===== src/hw/node_pkg.sv =====
// shared frame types, register bank type and constants of the chain node, compiled first
package node_pkg;

	// ------------------------------------------------------------------
	// frame layout
	// ------------------------------------------------------------------
	localparam int FRAME_BYTES = 4;
	localparam int BYTE_IDX_W = $clog2(FRAME_BYTES);

	// field order is stream order, dev is the first byte on the wire
	typedef struct packed {
		logic [7:0] dev;
		logic [7:0] mod;
		logic [7:0] addr;
		logic [7:0] data;
	} cmd_t;

	// one frame word, seen as fields or as bytes
	// b[0] lines up with dev, so b[i] is the i-th byte received or sent
	typedef union packed {
		cmd_t f;
		logic [0:FRAME_BYTES-1][7:0] b;
	} cmd_word_u;

	// ------------------------------------------------------------------
	// addressing
	// ------------------------------------------------------------------
	localparam logic [7:0] DEV_BROADCAST = 8'hff;
	localparam logic [7:0] DEV_ID_RESET = 8'h01;

	// set-id is a broadcast to module 0, address 0
	localparam logic [7:0] MOD_SYS = 8'h00;
	localparam logic [7:0] ADDR_SETID = 8'h00;

	// ------------------------------------------------------------------
	// timing, 25 MHz clk_sys
	// ------------------------------------------------------------------
	localparam int CYCLES_PER_US = 25;
	localparam int US_CNT_W = $clog2(CYCLES_PER_US);
	localparam int GAP_US = 4;
	localparam int GAP_CNT_W = $clog2(GAP_US + 1);

	// ------------------------------------------------------------------
	// control register bank, modules 1..4 by addresses 0..3
	// ------------------------------------------------------------------
	localparam int BANK_ROWS = 4;
	localparam int BANK_COLS = 4;
	localparam int BANK_ROW_W = $clog2(BANK_ROWS);
	localparam int BANK_COL_W = $clog2(BANK_COLS);
	localparam logic [7:0] REG_MOD_BASE = 8'h01;
	localparam logic [7:0] REG_MOD_LAST = REG_MOD_BASE + 8'(BANK_ROWS - 1);

	// entry index = row * BANK_COLS + column
	typedef logic [BANK_ROWS*BANK_COLS-1:0][7:0] ctrl_bank_t;

endpackage


===== src/hw/us_tick_timer.sv =====
// microsecond pulse generator and inter-byte gap watchdog feeding the frame collector
`timescale 1ns/1ps

module us_tick_timer (
	input  logic clk_sys,
	input  logic rst_n,
	input  logic rx_stb,
	output logic pluse_us,
	output logic gap_timeout
);

	logic [node_pkg::US_CNT_W-1:0] us_cnt;
	logic [node_pkg::GAP_CNT_W-1:0] gap_cnt;
	logic us_wrap;
	logic gap_last;

	assign us_wrap = (us_cnt == node_pkg::US_CNT_W'(node_pkg::CYCLES_PER_US - 1));
	assign gap_last = (gap_cnt == node_pkg::GAP_CNT_W'(node_pkg::GAP_US - 1));

	// ------------------------------------------------------------------
	// free running 1 us pulse
	// ------------------------------------------------------------------
	always_ff @(posedge clk_sys or negedge rst_n) begin
		if (!rst_n) begin
			us_cnt <= '0;
			pluse_us <= 1'b0;
		end else begin
			pluse_us <= us_wrap;
			if (us_wrap)
				us_cnt <= '0;
			else
				us_cnt <= us_cnt + 1'b1;
		end
	end

	// ------------------------------------------------------------------
	// gap counter in microseconds since the last byte
	// ------------------------------------------------------------------
	// saturates at GAP_US so the timeout fires only once per gap
	always_ff @(posedge clk_sys or negedge rst_n) begin
		if (!rst_n) begin
			gap_cnt <= '0;
			gap_timeout <= 1'b0;
		end else begin
			gap_timeout <= !rx_stb && pluse_us && gap_last;
			if (rx_stb)
				gap_cnt <= '0;
			else if (pluse_us && gap_cnt != node_pkg::GAP_CNT_W'(node_pkg::GAP_US))
				gap_cnt <= gap_cnt + 1'b1;
		end
	end

endmodule


===== src/hw/frame_collector.sv =====
// gathers four received bytes into one command frame, dropping partial frames on a gap timeout
`timescale 1ns/1ps

module frame_collector (
	input  logic clk_sys,
	input  logic rst_n,
	input  logic [7:0] rx_byte,
	input  logic rx_stb,
	input  logic gap_timeout,
	output node_pkg::cmd_t cmdr,
	output logic cmdr_vld
);

	// state name = number of bytes already held
	typedef enum logic [1:0] {
		ST_IDLE  = 2'd0,
		ST_BYTE1 = 2'd1,
		ST_BYTE2 = 2'd2,
		ST_BYTE3 = 2'd3
	} state_t;

	state_t state;
	state_t cur;
	state_t state_nxt;
	node_pkg::cmd_word_u word;
	logic [node_pkg::BYTE_IDX_W-1:0] byte_idx;
	logic frame_done;

	// ------------------------------------------------------------------
	// next state
	// ------------------------------------------------------------------
	always_comb begin
		// a timeout abandons the partial frame, a byte in the same cycle starts a new one
		cur = gap_timeout ? ST_IDLE : state;
		state_nxt = cur;
		if (rx_stb) begin
			case (cur)
				ST_IDLE:  state_nxt = ST_BYTE1;
				ST_BYTE1: state_nxt = ST_BYTE2;
				ST_BYTE2: state_nxt = ST_BYTE3;
				default:  state_nxt = ST_IDLE;
			endcase
		end
	end

	assign byte_idx = cur;
	assign frame_done = rx_stb && (cur == ST_BYTE3);

	always_ff @(posedge clk_sys or negedge rst_n) begin
		if (!rst_n) begin
			state <= ST_IDLE;
			cmdr_vld <= 1'b0;
		end else begin
			state <= state_nxt;
			cmdr_vld <= frame_done;
		end
	end

	// ------------------------------------------------------------------
	// frame word, filled in stream order
	// ------------------------------------------------------------------
	always_ff @(posedge clk_sys) begin
		if (rx_stb)
			word.b[byte_idx] <= rx_byte;
	end

	// stable for the cycle after the last byte
	assign cmdr = word.f;

	// at most one frame per four byte strobes
	a_vld_single : assert property (@(posedge clk_sys) disable iff (!rst_n)
		cmdr_vld |=> !cmdr_vld);

endmodule


===== src/hw/factory_ctrl.sv =====
// routes each received frame to the local bank and/or downstream and tracks the device id
`timescale 1ns/1ps

module factory_ctrl (
	input  logic clk_sys,
	input  logic rst_n,
	input  node_pkg::cmd_t cmdr,
	input  logic cmdr_vld,
	output node_pkg::cmd_t cmdl,
	output logic cmdl_vld,
	output node_pkg::cmd_t cmdt,
	output logic cmdt_vld,
	output logic [7:0] dev_id
);

	logic broadcast;
	logic addressed;
	logic cmd_setid;
	logic to_local;
	logic to_fwd;
	logic [7:0] setid_val;

	// ------------------------------------------------------------------
	// frame decode
	// ------------------------------------------------------------------
	assign broadcast = (cmdr.dev == node_pkg::DEV_BROADCAST);
	// a broadcast is never treated as addressed, even if dev_id reached 0xff
	assign addressed = (cmdr.dev == dev_id) && !broadcast;
	assign cmd_setid = broadcast && (cmdr.mod == node_pkg::MOD_SYS) &&
		(cmdr.addr == node_pkg::ADDR_SETID);

	assign to_local = broadcast || addressed;
	assign to_fwd = !addressed;

	// next node in the chain gets one more than we got
	assign setid_val = cmdr.data + 8'd1;

	// ------------------------------------------------------------------
	// device id
	// ------------------------------------------------------------------
	always_ff @(posedge clk_sys or negedge rst_n) begin
		if (!rst_n)
			dev_id <= node_pkg::DEV_ID_RESET;
		else if (cmdr_vld && cmd_setid)
			dev_id <= setid_val;
	end

	// ------------------------------------------------------------------
	// local and forwarded copies
	// ------------------------------------------------------------------
	always_ff @(posedge clk_sys) begin
		if (cmdr_vld) begin
			cmdl <= cmdr;
			cmdt <= cmdr;
			if (cmd_setid)
				cmdt.data <= setid_val;
		end
	end

	always_ff @(posedge clk_sys or negedge rst_n) begin
		if (!rst_n) begin
			cmdl_vld <= 1'b0;
			cmdt_vld <= 1'b0;
		end else begin
			cmdl_vld <= cmdr_vld && to_local;
			cmdt_vld <= cmdr_vld && to_fwd;
		end
	end

	// both paths only for broadcasts
	a_dual_bcast : assert property (@(posedge clk_sys) disable iff (!rst_n)
		(cmdl_vld && cmdt_vld) |-> (cmdt.dev == node_pkg::DEV_BROADCAST));

endmodule


===== src/hw/local_regs.sv =====
// bank of 8-bit control registers written by frames routed to this node
`timescale 1ns/1ps

module local_regs (
	input  logic clk_sys,
	input  logic rst_n,
	input  node_pkg::cmd_t cmdl,
	input  logic cmdl_vld,
	output node_pkg::ctrl_bank_t ctrl_regs
);

	localparam int IDX_W = node_pkg::BANK_ROW_W + node_pkg::BANK_COL_W;

	logic mod_hit;
	logic addr_hit;
	logic wr_en;
	logic [7:0] row_off;
	logic [IDX_W-1:0] wr_idx;

	// ------------------------------------------------------------------
	// address decode
	// ------------------------------------------------------------------
	// modules outside 1..4 (set-id included) never touch the bank
	assign mod_hit = (cmdl.mod >= node_pkg::REG_MOD_BASE) &&
		(cmdl.mod <= node_pkg::REG_MOD_LAST);
	assign addr_hit = (cmdl.addr < 8'(node_pkg::BANK_COLS));
	assign wr_en = cmdl_vld && mod_hit && addr_hit;

	// module 1 is row 0
	assign row_off = cmdl.mod - node_pkg::REG_MOD_BASE;

	// row * 4 + column
	assign wr_idx = {row_off[node_pkg::BANK_ROW_W-1:0], cmdl.addr[node_pkg::BANK_COL_W-1:0]};

	// ------------------------------------------------------------------
	// register bank
	// ------------------------------------------------------------------
	always_ff @(posedge clk_sys or negedge rst_n) begin
		if (!rst_n)
			ctrl_regs <= '0;
		else if (wr_en)
			ctrl_regs[wr_idx] <= cmdl.data;
	end

endmodule


===== src/hw/frame_sender.sv =====
// serializes each forwarded frame into four downstream byte strobes
`timescale 1ns/1ps

module frame_sender (
	input  logic clk_sys,
	input  logic rst_n,
	input  node_pkg::cmd_t cmdt,
	input  logic cmdt_vld,
	output logic [7:0] tx_byte,
	output logic tx_stb
);

	node_pkg::cmd_word_u word;
	logic [node_pkg::BYTE_IDX_W-1:0] byte_idx;
	logic busy;
	logic last;

	assign last = busy && (byte_idx == node_pkg::BYTE_IDX_W'(node_pkg::FRAME_BYTES - 1));

	// ------------------------------------------------------------------
	// byte sequencer
	// ------------------------------------------------------------------
	// a new frame may load on the last byte of the current one
	always_ff @(posedge clk_sys or negedge rst_n) begin
		if (!rst_n) begin
			busy <= 1'b0;
			byte_idx <= '0;
		end else if (cmdt_vld) begin
			busy <= 1'b1;
			byte_idx <= '0;
		end else if (last) begin
			busy <= 1'b0;
			byte_idx <= '0;
		end else if (busy) begin
			byte_idx <= byte_idx + 1'b1;
		end
	end

	always_ff @(posedge clk_sys) begin
		if (cmdt_vld)
			word.f <= cmdt;
	end

	assign tx_byte = word.b[byte_idx];
	assign tx_stb = busy;

	// no back-pressure, so an early load would cut a frame short
	a_no_overrun : assert property (@(posedge clk_sys) disable iff (!rst_n)
		cmdt_vld |-> (!busy || last));

endmodule


===== src/hw/chain_node_top.sv =====
// one daisy-chain node: byte stream in from upstream, register bank locally, byte stream out
`timescale 1ns/1ps

module chain_node_top (
	input  logic clk_sys,
	input  logic rst_n,
	input  logic [7:0] rx_byte,
	input  logic rx_stb,
	output logic [7:0] tx_byte,
	output logic tx_stb,
	output logic [7:0] dev_id,
	output node_pkg::ctrl_bank_t ctrl_regs
);

	logic gap_timeout;
	node_pkg::cmd_t cmdr;
	logic cmdr_vld;
	node_pkg::cmd_t cmdl;
	logic cmdl_vld;
	node_pkg::cmd_t cmdt;
	logic cmdt_vld;

	// ------------------------------------------------------------------
	// receive side
	// ------------------------------------------------------------------
	us_tick_timer u_timer (
		.clk_sys     (clk_sys),
		.rst_n       (rst_n),
		.rx_stb      (rx_stb),
		.pluse_us    (),
		.gap_timeout (gap_timeout)
	);

	frame_collector u_collector (
		.clk_sys     (clk_sys),
		.rst_n       (rst_n),
		.rx_byte     (rx_byte),
		.rx_stb      (rx_stb),
		.gap_timeout (gap_timeout),
		.cmdr        (cmdr),
		.cmdr_vld    (cmdr_vld)
	);

	// ------------------------------------------------------------------
	// routing, local bank, transmit side
	// ------------------------------------------------------------------
	factory_ctrl u_router (
		.clk_sys  (clk_sys),
		.rst_n    (rst_n),
		.cmdr     (cmdr),
		.cmdr_vld (cmdr_vld),
		.cmdl     (cmdl),
		.cmdl_vld (cmdl_vld),
		.cmdt     (cmdt),
		.cmdt_vld (cmdt_vld),
		.dev_id   (dev_id)
	);

	local_regs u_regs (
		.clk_sys   (clk_sys),
		.rst_n     (rst_n),
		.cmdl      (cmdl),
		.cmdl_vld  (cmdl_vld),
		.ctrl_regs (ctrl_regs)
	);

	frame_sender u_sender (
		.clk_sys  (clk_sys),
		.rst_n    (rst_n),
		.cmdt     (cmdt),
		.cmdt_vld (cmdt_vld),
		.tx_byte  (tx_byte),
		.tx_stb   (tx_stb)
	);

endmodule


===== config.mk =====
export PLATFORM = sky130hd
export DESIGN_NAME = chain_node_top
export DESIGN_NICKNAME = d
export VERILOG_FILES = /design/src/hw/node_pkg.sv /design/src/hw/us_tick_timer.sv /design/src/hw/frame_collector.sv /design/src/hw/factory_ctrl.sv /design/src/hw/local_regs.sv /design/src/hw/frame_sender.sv /design/src/hw/chain_node_top.sv
export SDC_FILE = /design/constraint.sdc
export NUM_CORES = 1
export LEC_CHECK = 0
export BUFFER_PORTS_ARGS = -buffer_cell sky130_fd_sc_hd__buf_2
export CAP_MARGIN = 25
export CORE_MARGIN = 2
export CORE_UTILIZATION = 49
export DETAILED_ROUTE_END_ITERATION = 16
export PLACE_DENSITY = 0.76
export REMOVE_ABC_BUFFERS = 1
export SLEW_MARGIN = 20
export SYNTH_ARGS = -nofsm -noshare
export SYNTH_HDL_FRONTEND = slang
export SYNTH_SLANG_ARGS = --single-unit

===== constraint.sdc =====
create_clock -name clk_sys -period 5.9 [get_ports clk_sys]
set_input_delay 0.885 -clock clk_sys [delete_from_list [all_inputs] [get_ports clk_sys]]
set_output_delay 0.885 -clock clk_sys [all_outputs]
set_load 0.03 [all_outputs]

==> out/summary.md, run 1 <==
The run finished with clean final reports. The switching share of total power was 0.255. The count of warnings emitted by yosys was 0. The tools report the number of levels the H-tree was split into as 1. The count of standard-cell rows is 52. The hold buffer count at cts is 0, and the final critical path time including I/O delays and setup is 2910 ps.

The final weighted congestion of routability-driven global placement is 0.852. The total overflow left after global routing is 0. The library cell occupying the most area in the post-synthesis netlist was sky130_fd_sc_hd__dfrtp_1.

The die is 146 microns tall. STA classifies the critical path endpoint as a primary output. The total of max-cap violations was 0. The logs give 1 for the number of antenna violations at the first check in global routing and 3.16 mW for the internal power of the cells. At the end of the flow, the number of nets in the layout was 754. The share of the core filled with cells was 0.591. Setup repair after global routing left no endpoint under its margin.

In this run, distinct cell masters in the synthesized netlist total 41. The part of the total power dissipated in the clock network is 0.385. In the routed design, unresolved DRC markers number 0. The starting utilization of the core area is 0.495. Across all layers, the routed design uses 5401 vias. The routed wirelength normalized by instance count came out at 20.7 microns. The die covers 0.0214 sq mm.

The run gives 3500 ps as the worst setup slack after placement. For the least setup slack across all paths after layout, the log shows 2990 ps. The maximum resistive drop on vdd is 197 uV.

156 I/O pins were placed. The proportion of layout cells with a drive suffix above 1 came out at 0.483. Netlist area before placement: 0.00992 sq mm. The run gives 5020 ps as the required arrival time at the worst endpoint. Input and output buffers added on the ports amount to 155. TritonCTS built the clock tree. The number of enable-type register cells in the synthesized netlist was 104; the number of antenna-violating nets in the routed design was 0. The dominant register cell in the synthesized netlist is sky130_fd_sc_hd__dfrtp_1. The tools report the share of synthesized area occupied by flip-flops and latches as 0.703. The clock passes through at most 3 buffers. The later pin in the worst-skew pair is clocked with a latency of 540 ps. By area the synthesized netlist is led by sky130_fd_sc_hd__dfrtp_1 (39%), sky130_fd_sc_hd__edfxtp_1 (31%), sky130_fd_sc_hd__mux2_2 (15%), sky130_fd_sc_hd__xnor2_1 (1.9%), sky130_fd_sc_hd__mux4_2 (1.8%). The fraction of registers with async set or reset after synthesis came out at 0.597.

Post-CTS repair changed the size of 0 cells. For the total global routing track utilization, the log shows 0.202. The number of hold violations in the final report is 0. The area growth from synthesis to layout is 19.5%. The total power divided by cell area works out to 358 mW/mm^2. Clock-pin slew reported for the worst setup and hold paths after clock tree synthesis: 60 ps. The data arrival at the endpoint of the critical path was 2030 ps. For the final database, setup skew stands at 20.5 ps. The run gives 5850 as the via count of the first global-routing pass. The switching component of the power was 1.08 mW. The worst setup path is launched from a register. The logs give 0 for the count of inserted antenna diode cells and 4 for the number of iterations in the first detailed-routing pass. For the pin with the worst max-slew slack, the measured transition is 922 ps. The run gives 0 as the max-slew violation count. The number of synthesized register bits was 258. By count the netlist is led by sky130_fd_sc_hd__dfrtp_1 (153), sky130_fd_sc_hd__mux2_2 (134), sky130_fd_sc_hd__edfxtp_1 (104). The routed via count divided by cell count was 5.29.

The logs give 117 for the maximum number of pins on one net before global-route repair and 0.093 for the combinational cell fraction of total power. Detailed placement finished with a half-perimeter wire length of 14500 microns. Synthesis handed over a netlist of 564 instances.

Relative slew slack: 0.386. In this run the standard cell core region covers 0.0200 sq mm. sky130_fd_sc_hd__dfrtp_1 is the most common cell in the netlist. The part of the cycle the worst path needs is 0.494, and the area share of the largest cell type after synthesis is 0.386.

After clock tree synthesis, the setup repair step added 0 buffers. Global-route wire length before repair: 33300 microns. In this run the horizontal extent of the chip is 146 microns. The number of CTS-inserted buffers came out at 25.

The root cell of the clock tree is sky130_fd_sc_hd__clkbuf_16. The final count of negative-setup-slack endpoints is 0, and the largest fanout on the critical path is 10. The final routed wirelength across all metal layers is 21200 microns, and the clock sink count is 258.

Dividing the synthesized area by the synthesized cell count gives 17.6 sq um. Timing would allow up to 343 MHz. The worst setup path is of the reg2out kind. Final sum of negative setup slack: 0 ps. Fraction of power consumed by sequential logic: 0.522. The tightest min-delay check is of the reg2reg type.

For this design the static power due to leakage is 5.59 nW. After the first detailed-routing iteration, the DRC count stood at 388.
worst max-delay path, stage by stage (launching register included):
cell                      delay [ps]
sky130_fd_sc_hd__dfrtp_1         710
sky130_fd_sc_hd__mux4_2          590
sky130_fd_sc_hd__buf_2           200
registers in the layout (all words and copies together) (netlist names):
register	cells
u_timer.gap_cnt	3
u_router.dev_id	8
u_timer.pluse_us	1
u_router.cmdl_vld	1
u_collector.cmdr	32
u_collector.state	2
u_timer.us_cnt	5
u_router.cmdl	24
u_sender.tx_stb	1
u_sender.word	32
u_regs.ctrl_regs	128
u_router.cmdt_vld	1
u_timer.gap_timeout	1
u_router.cmdt	16
u_sender.byte_idx	2
u_collector.cmdr_vld	1
power groups by stage:
| stage | clock network, mW | logic, mW | registers [mW] |
|---|---|---|---|
| after floorplan | 0 | 0.250 | 2.21 |
| after global placement | 0 | 0.383 | 2.24 |
| after detailed placement | 0 | 0.401 | 2.25 |
| after CTS | 1.66 | 0.403 | 2.22 |
| after global routing | 1.74 | 0.438 | 2.23 |
| final | 1.63 | 0.397 | 2.21 |
layout make-up:
type	instances	area, sq um
clock inverter	13	135
clock buffer	33	728
fill	1540	8190
timing repair buffer	158	807
sequential	258	6980
inverter	12	45.0
multi-input combinational	277	2820
tap	270	338
stage by stage:
| step | hold slack (ps) | cells | power [mW] | instance area (sq um) |
|---|---|---|---|---|
| 5_1_grt | 422 | 1021 | 4.41 | 11900 |
| 6_report | 415 | 1021 | 4.24 | 11900 |
| 2_1_floorplan | 400 | 547 | 2.46 | 9840 |
| 3_3_place_gp | 405 | 975 | 2.63 | 11000 |
| 4_1_cts | 416 | 1021 | 4.28 | 11800 |
| 3_5_place_dp | 405 | 975 | 2.65 | 11000 |
worst paths after layout:
path                                       from                   end  slack, ps  cells past startpoint
setup / recovery           u_sender.byte_idx[0]            tx_byte[1]       2990                      2
hold / removal                u_router.cmdt[28]     u_sender.word[28]        410                      0
max in group asynchronous                 rst_n     u_router.cmdl_vld       4320                      2
min in group asynchronous                 rst_n  u_regs.ctrl_regs[12]        480                      1
hold reg to reg               u_router.cmdt[28]     u_sender.word[28]        410                      0
setup reg to reg               u_router.cmdl[9]  u_regs.ctrl_regs[17]       3470                      4
logic make-up (layout without fill, tap and decap cells):
| family | after synthesis | after routing | share of synthesized area |
|---|---|---|---|
| and+or+nand+nor | 84 | 84 | 0.0662 |
| buffers and inverters | 29 | 216 | 0.0124 |
| AOI/OAI and AO/OA | 10 | 10 | 0.00631 |
| DFF | 258 | 258 | 0.703 |
| adders and majority gates | 11 | 11 | 0.0139 |
| xor gates and xnor gates | 25 | 25 | 0.0221 |
| muxes | 147 | 147 | 0.176 |
routing by layer:
layer / GRT usage / vias to the layer above / wire [microns]
met4: 0.0782 / 2 / 586
met5: 0 / - / 13
met2: 0.355 / 165 / 11000
met1: 0.249 / 2793 / 8340
met3: 0.0388 / 41 / 1200
li1: - / 2400 / -
cell usage in the layout (no fill, tap or decap), drive strengths merged, types with 11 or more instances in the layout:
| cell | count |
|---|---|
| dfrtp | 153 |
| inv | 13 |
| mux2 | 135 |
| ha | 11 |
| xnor2 | 22 |
| clkbuf | 34 |
| nand4 | 11 |
| buf | 157 |
| nor2 | 18 |
| nand3 | 12 |
| edfxtp | 104 |
(Power assumes the default switching activity.)
==> run 2, diff against run 1 <==
--- a/config.mk
+++ b/config.mk
@@ -5,12 +5,13 @@
 export SDC_FILE = /design/constraint.sdc
 export NUM_CORES = 1
 export LEC_CHECK = 0
+export ABC_AREA = 1
 export BUFFER_PORTS_ARGS = -buffer_cell sky130_fd_sc_hd__buf_2
 export CAP_MARGIN = 25
 export CORE_MARGIN = 2
 export CORE_UTILIZATION = 49
 export DETAILED_ROUTE_END_ITERATION = 16
-export PLACE_DENSITY = 0.76
+export PLACE_DENSITY = 0.75
 export REMOVE_ABC_BUFFERS = 1
 export SLEW_MARGIN = 20
 export SYNTH_ARGS = -nofsm -noshare
==> constraint.sdc (replaced) <==
create_clock -name clk_sys -period 2.8 [get_ports clk_sys]
set_input_delay 0.42 -clock clk_sys [delete_from_list [all_inputs] [get_ports clk_sys]]
set_output_delay 0.42 -clock clk_sys [all_outputs]
set_load 0.03 [all_outputs]
==> out/summary.md, run 2 <==
The worst-case clock skew came out at 11.7 ps. Hold is met by 138 ps. For this design the ratio of total power to cell area is 756 mW/mm^2. The library cells used most frequently in the layout, excluding fill and tap cells, are sky130_fd_sc_hd__nand2_1 (342), sky130_fd_sc_hd__buf_2 (154), sky130_fd_sc_hd__dfrtp_1 (153). For this design, the slowest cell found on the critical path is sky130_fd_sc_hd__dfrtp_1.

The share of synthesized area occupied by flip-flops and latches is 0.667, and the number of levels the H-tree was split into is 1. The die span in x came out at 150 microns. In the synthesized netlist the dominant register cell turns out to be sky130_fd_sc_hd__dfrtp_1. The run finished with clean final reports. On the worst path, the slowest cell contributes a delay of 380 ps.

For the finished layout, the period the worst path requires is 2330 ps. The startpoint identified for the worst register-to-register timing path is u_router.cmdl[15]. The count of buffers from port buffering was 155; the remaining design rule violation count was 0. The tools report the reg-to-reg setup timing slack as 600 ps. The worst setup slack after placement is 692 ps. Entering global routing, the biggest net connects 60 pins. The run gives 0.591 as the share of the core filled with cells. The mapped netlist covers 0.0105 sq mm. The run gives 0 as the total of cells resized after clock tree synthesis.

The tool flagged a number of max-cap violations equal to 0. The final count of negative-setup-slack endpoints was 0; the number of antenna violations at the first check in global routing was 0. Of all cell types, the one taking the most synthesized area is sky130_fd_sc_hd__dfrtp_1.

The worst register-to-register path ends at u_regs.ctrl_regs[108]. The proportion of layout cells with a drive suffix above 1 was 0.196. Tracing the worst setup path back leads to its startpoint at u_sender.byte_idx[0]. The total overflow left after global routing is 0. The die covers 0.0225 sq mm.

After synthesis, the mean cell area works out to 10.5 sq um. After the last flow step, the layout net total stands at 1178. The number of clock buffers added by TritonCTS is 26. The leading cell type in the layout, fill and taps excluded was sky130_fd_sc_hd__nand2_1. In this run the worst path has a maximum fanout of 18. The die is 150 microns tall. The clock passes through at most 3 buffers. At the worst endpoint, the arrival time is 1910 ps. The fraction of registers with async set or reset after synthesis is 0.597, and the met3 global-route usage is 0.0324.

The tools report the required arrival time at the worst endpoint as 2380 ps. The detailed router placed 7834 vias in this run. In the final routed layout, each cell accounts on average for 16.9 microns. The worst setup path is of the reg2out kind.

The buffer and inverter count on the worst path is 2, and the maximum resistive drop on vdd is 508 uV. STA classifies the critical path startpoint as a register. Across the whole layout, storage elements account for 0.00698 sq mm. The area share of the largest cell type after synthesis was 0.366; the number of enable-type register cells in the synthesized netlist was 104. STA classifies the critical path endpoint as a primary output. Most used standard cell by instance count after synthesis: sky130_fd_sc_hd__nand2_1. Across all setup checks in the final design, the least slack found is 471 ps.

Counting the fill cells in the layout gives 1775. The relative slew slack was 0.418. The area growth from synthesis to layout was 18.4%; the count of unique library cells instantiated by Yosys was 26. Overall power consumption after layout is estimated at 9.36 mW. Register name with the most flops: u_regs.ctrl_regs. Synthesis handed over a netlist of 997 instances.

Summed over all cells, the static leakage comes to 6.21 nW. Classification of the worst-slack hold path: in2reg. The global-route track usage on met1 was 0.311. Fmax: 429 MHz. In the final layout, the multi-input gates occupy 0.00297 sq mm. The number of antenna-violating nets in the routed design was 0; the later-pin clock latency in the skew report was 520 ps. The run gives 156 as the number of placed I/O pins. At the end of routability-driven placement, the weighted congestion stood at 0.817. Ranked by instance count, the synthesized netlist is headed by sky130_fd_sc_hd__nand2_1 (342), sky130_fd_sc_hd__dfrtp_1 (153), sky130_fd_sc_hd__edfxtp_1 (104). The count of warnings emitted by yosys came out at 0.

In this run, synthesis produced a sequential element count of 258. The routed via count divided by cell count is 5.40. The tools report the count of inserted antenna diode cells as 0.

The signal on the critical path passes through inv_1 -> o21ai_0 -> o22ai_1 -> buf_2. The tools report the total global routing track utilization as 0.218. TritonCTS built the clock tree. The count of standard-cell rows was 53.

The register with the most flip-flops in the layout has 128 of them. CTS saw 258 sinks. Grouping stages by cell kind, the critical path spends the most delay in buffers and inverters. Counting cells, the worst reg-to-reg path comes to 7. Setup repair after global routing left no endpoint under its margin. The core region is 0.0210 sq mm. The max-slew violation count is 0.

Number of hold violations in the final report: 0. After synthesis, the cell types taking the most area are sky130_fd_sc_hd__dfrtp_1 (37%), sky130_fd_sc_hd__edfxtp_1 (30%), sky130_fd_sc_hd__nand2_1 (12%), sky130_fd_sc_hd__nand4_1 (5.9%), sky130_fd_sc_hd__o21ai_0 (2.8%). The run gives 0.337 as the met2 layer usage reported by global route. The number of iterations in the first detailed-routing pass is 6, and the part of the cycle the worst path needs is 0.832. The logic depth of the worst setup path including buffers came out at 4.

The most utilized layer in the global route result is met2. The cell sitting at the root of the clock tree is a sky130_fd_sc_hd__clkbuf_16. The termination of the worst setup path was tx_byte[5]. The clock-pin slew reported for the worst setup and hold paths after clock tree synthesis was 60 ps; the global-route wire length before repair was 38400 microns. The via count of the first global-routing pass was 7165; the starting utilization of the core area was 0.499. For this block, the initial DRC count from the detailed router was 697.

Summed over all nets, the half-perimeter wirelength after detailed placement is 16400 microns. Actual slew at the worst max-slew pin: 873 ps. The tools report the final routed wirelength across all metal layers as 24500 microns.
==> run 2: cell count changes after synthesis, moves of 6 or more <==
cell,delta
sky130_fd_sc_hd__buf_2,+6
sky130_fd_sc_hd__buf_6,+10
sky130_fd_sc_hd__inv_1,+55
sky130_fd_sc_hd__mux2_2,-134
sky130_fd_sc_hd__mux4_2,-8
sky130_fd_sc_hd__nand2_1,+334
sky130_fd_sc_hd__nand2b_1,-6
sky130_fd_sc_hd__nand3_1,+15
sky130_fd_sc_hd__nand3_2,+6
sky130_fd_sc_hd__nand4_1,+92
sky130_fd_sc_hd__nor2_1,+43
sky130_fd_sc_hd__o21ai_0,+54
sky130_fd_sc_hd__o22ai_1,+9
sky130_fd_sc_hd__xnor2_1,-20
==> run 2: worst reg2reg max path, cell delays in order (launching register included) <==
cell	delay, ps
sky130_fd_sc_hd__edfxtp_1	400
sky130_fd_sc_hd__inv_1	70
sky130_fd_sc_hd__nand2_1	50
sky130_fd_sc_hd__nor2_1	130
sky130_fd_sc_hd__nand2_1	110
sky130_fd_sc_hd__nor2_4	480
sky130_fd_sc_hd__nand2_1	500
sky130_fd_sc_hd__o21ai_0	360
==> run 2: cells by family (layout without fill, tap and decap cells) <==
logic type | Yosys count | count (layout) | share of synthesized area
flip-flops | 258 | 258 | 0.667
buffers and inverters | 107 | 286 | 0.0494
adder cells (fa/ha/maj) | 11 | 11 | 0.0132
XOR/XNOR | 8 | 8 | 0.00670
AND/OR/NAND/NOR | 540 | 540 | 0.227
AO/OA/AOI/OAI | 73 | 73 | 0.0365
==> run 2: metal layers <==
layer / part of all wire / vias up
met5: 0 / -
met2: 0.46 / 297
li1: - / 3698
met3: 0.070 / 64
met4: 0.035 / 0
met1: 0.43 / 3775
==> run 2: worst min path at each step <==
| stage | start | end | slack, ps | cells past startpoint |
|---|---|---|---|---|
| 2_1_floorplan | rst_n | u_collector.cmdr_vld | 120 | 0 |
| 3_3_place_gp | u_router.cmdt[29] | u_sender.word[29] | 400 | 0 |
| 3_5_place_dp | u_router.cmdt[29] | u_sender.word[29] | 400 | 0 |
| 4_1_cts | rx_byte[5] | u_collector.cmdr[29] | 130 | 1 |
| 5_1_grt | rx_byte[6] | u_collector.cmdr[30] | 120 | 1 |
| 6_report | rx_byte[5] | u_collector.cmdr[29] | 140 | 1 |
==> run 2: power by group <==
part	total [mW]	switching (mW)	internal, mW	leakage, nW
Combinational	1.29	0.966	0.321	2.70
Clock	3.49	1.41	2.08	0.427
Sequential	4.59	0.265	4.32	3.08
Total	9.36	2.64	6.72	6.21
==> run 2: timing repair <==
action / in CTS / in global routing
setup buffers: 0 / 0
endpoints found under the hold margin: 55 / 0
hold buffers: 1 / 0
==> run 2: metrics by stage <==
step / instances / cell area, sq um / TNS, ps
2_1_floorplan: 957 / 10200 / -105690
3_3_place_gp: 1402 / 11500 / 0
3_5_place_dp: 1402 / 11500 / 0
4_1_cts: 1451 / 12400 / 0
5_1_grt: 1451 / 12400 / 0
6_report: 1451 / 12400 / 0
==> run 2: final cells by class <==
class | count | area share
flip-flops and latches | 258 | 0.564
multi-input cells | 632 | 0.240
repair buffers | 171 | 0.0771
clock buffers | 34 | 0.0608
well taps | 275 | 0.0278
inverters | 67 | 0.0203
clock inverters | 14 | 0.0103
==> run 3, diff against run 2 <==
==> constraint.sdc (replaced) <==
create_clock -name clk_sys -period 2.43 [get_ports clk_sys]
set_input_delay 0.3645 -clock clk_sys [delete_from_list [all_inputs] [get_ports clk_sys]]
set_output_delay 0.3645 -clock clk_sys [all_outputs]
set_load 0.03 [all_outputs]
==> out/summary.md, run 3 (synthesis gave the netlist of run 2 again) <==
Routability-driven placement finished with a final weighted congestion of 0.844. The total of max-cap violations is 0, and the total global routing track utilization is 0.216. Launch instance of the worst register-to-register path: u_collector.cmdr[21]. In this run the power density over the cells is 863 mW/mm^2. Dividing the detail-routed via count by the number of cells gives 5.34.

For the max-slew violation count, the log shows 0. Leaving out fill and tap cells, the most frequent cells in the layout are sky130_fd_sc_hd__nand2_1 (342), sky130_fd_sc_hd__buf_2 (154), sky130_fd_sc_hd__dfrtp_1 (152). In this run the static leakage power is 6.21 nW. The run gives 0.499 as the fraction of power consumed by sequential logic. The internal power of the cells totals 7.64 mW.

The tools report the tightest hold margin as 91.1 ps. The first TritonRoute pass finished after 5 iterations. Die boundary height: 150 microns. The starting utilization of the core area came out at 0.499.

The root cell of the clock tree is sky130_fd_sc_hd__clkbuf_16. The part of the cycle the worst path needs is 0.923, and the final routed wirelength across all metal layers is 24800 microns. In this run the deepest clock path goes through 3 buffers. The count of nets left with antenna violations once routing finished came out at 0.

In the final design database the tool counted 1183 nets. The die covers 0.0225 sq mm. Worst-case clock skew: 12.4 ps. Once routing completed, OpenROAD measured the worst setup slack at 186 ps. The logs give 1880 ps for the data arrival at the endpoint of the critical path and 258 for the clock sink count. Static timing analysis puts the maximum clock frequency at 446 MHz. The register with the most flip-flops in the layout has 128 of them. After global routing the overflow that remains totals 0. OpenSTA, run right after detailed placement, puts the worst setup slack at 479 ps.

The run finished with clean final reports. IR analysis of the VDD net gives a maximum drop of 548 uV. Final count of negative-setup-slack endpoints: 0. The critical path is of the reg2out type. The finished cells cover 0.0124 sq mm. The worst setup path is captured at a primary output. During placement, the flow inserted port buffers numbering 155. After the first detailed-routing iteration, the DRC count stood at 664. Across the whole layout, storage elements account for 0.00698 sq mm.

Area growth from synthesis to layout: 18.5%. At the worst endpoint, the required time is 2070 ps. STA classifies the critical path startpoint as a register.

The layout has 1725 filler cells. The number of hold violations in the final report came out at 0. The tools report the end of the worst register-to-register path as u_router.cmdt[7]. Classification of the worst-slack hold path: in2reg. The first global-routing pass estimated 38100 microns of wire. The tools report the via count of the first global-routing pass as 7218.

After clock tree synthesis, the clock-pin slew on the worst setup and hold paths is 70 ps. The clock reaches the later pin of the worst-skew pair after 510 ps. The actual slew at the worst max-slew pin is 850 ps. The core region is 0.0210 sq mm. The leading cell type in the layout, fill and taps excluded was sky130_fd_sc_hd__nand2_1. Proportion of layout cells with a drive suffix above 1: 0.202. The run gives 16700 microns as the HPWL after detailed placement. Maximum number of pins on one net before global-route repair: 65. The number of antenna violations at the first check in global routing was 0; the instance area at placement was 0.0115 sq mm. The relative slew slack is 0.433, and the switching share of total power is 0.285. The worst path needs 2240 ps of the cycle, external delays included. The combinational cell fraction of total power was 0.136. The number of vias in the routed layout came out at 7769. For hold timing, the worst endpoint is u_collector.cmdr[21].

TritonCTS built the clock tree. The number of CTS-inserted buffers is 26, and the largest fanout on the critical path is 19. The switching component of the power was 3.05 mW.

Setup repair after global routing left no endpoint under its margin. The logs give 480 ps for the reg-to-reg setup timing slack and 0 for the count of inserted antenna diode cells. The die span in x works out to 150 microns.

The tools report the hold path startpoint as rx_byte[5]. For the count of standard-cell rows, the log shows 53. The remaining design rule violation count was 0. Counting flops per register, the top entry is u_regs.ctrl_regs. Number of levels the H-tree was split into: 1. 156 I/O pins were placed.

The number of cells traversed by the worst hold path is 1. For the area occupied by multi-input gates, the log shows 0.00297 sq mm. The count of cells along the worst register-to-register path works out to 6.

The tools report the part of the total power dissipated in the clock network as 0.366. The routed wirelength normalized by instance count is 17.1 microns.
[run 3: changes by cell type in the layout (fill, tap and decap cells not counted), moves of 2 or more]
cell | previous run | this run
sky130_fd_sc_hd__clkbuf_1 | 3 | 1
sky130_fd_sc_hd__clkbuf_8 | 3 | 1
sky130_fd_sc_hd__buf_4 | 11 | 15
sky130_fd_sc_hd__clkinvlp_4 | 3 | 7
[run 3: repair_timing]
| action | 4_1_cts | 5_1_grt |
|---|---|---|
| buffers inserted | 0 | 1 |
| endpoints found under the setup margin | 5 | 7 |
| hold endpoints to repair | 60 | 0 |
| hold buffers | 1 | 0 |
| resized for setup | 1 | 2 |
| cloned | 0 | 1 |
[run 3: worst max path at each step]
| stage | start | slack [ps] | cells past startpoint | end |
|---|---|---|---|---|
| 6_report | u_sender.byte_idx[0] | 190 | 4 | tx_byte[4] |
| 5_1_grt | u_sender.byte_idx[0] | 10 | 4 | tx_byte[6] |
| 4_1_cts | u_sender.byte_idx[0] | 90 | 4 | tx_byte[4] |
| 3_5_place_dp | u_router.cmdl[13] | 480 | 9 | u_regs.ctrl_regs[30] |
| 3_3_place_gp | u_router.cmdl[19] | 550 | 9 | u_regs.ctrl_regs[10] |
| 2_1_floorplan | u_router.cmdl[15] | -1450 | 7 | u_regs.ctrl_regs[100] |
[run 3: per-layer routing]
metal / track usage / vias to the layer above / part of all wire
li1: - / 3687 / -
met1: 0.294 / 3748 / 0.42
met4: 0.0670 / 0 / 0.025
met5: 0 / - / 0
met3: 0.0394 / 41 / 0.070
met2: 0.357 / 293 / 0.48
[run 3: through the flow]
| stage | setup TNS, ps | instances | power [mW] | util |
|---|---|---|---|---|
| CTS | 0 | 1454 | 10.7 | 0.591 |
| floorplan | -153050 | 957 | 6.19 | - |
| global placement | 0 | 1405 | 6.77 | 0.549 |
| global route | 0 | 1456 | 11.1 | 0.592 |
| finish | 0 | 1456 | 10.7 | 0.592 |
| detailed placement | 0 | 1405 | 6.82 | 0.549 |
[run 3: power groups by stage]
stage	Clock [mW]	Combinational [mW]	Sequential (mW)
after floorplan	0	0.850	5.34
after global placement	0	1.39	5.38
after detailed placement	0	1.43	5.39
after CTS	3.98	1.43	5.31
after global routing	4.16	1.61	5.37
final	3.91	1.45	5.33
[run 3: area by class of cell]
class	count	share of cell area
clock inverter	19	0.0129
multi-input combinational	632	0.240
timing repair inverter	1	0.000606
timing repair buffer	175	0.0794
sequential	258	0.563
clock buffer	29	0.0559
tap	275	0.0278
inverter	67	0.0206
[run 3: worst max-delay path, cell delays in order (launching register included)]
cell	delay [ps]
sky130_fd_sc_hd__dfrtp_2	590
sky130_fd_sc_hd__clkinvlp_4	270
sky130_fd_sc_hd__o21ai_0	210
sky130_fd_sc_hd__o22ai_1	120
sky130_fd_sc_hd__buf_2	190
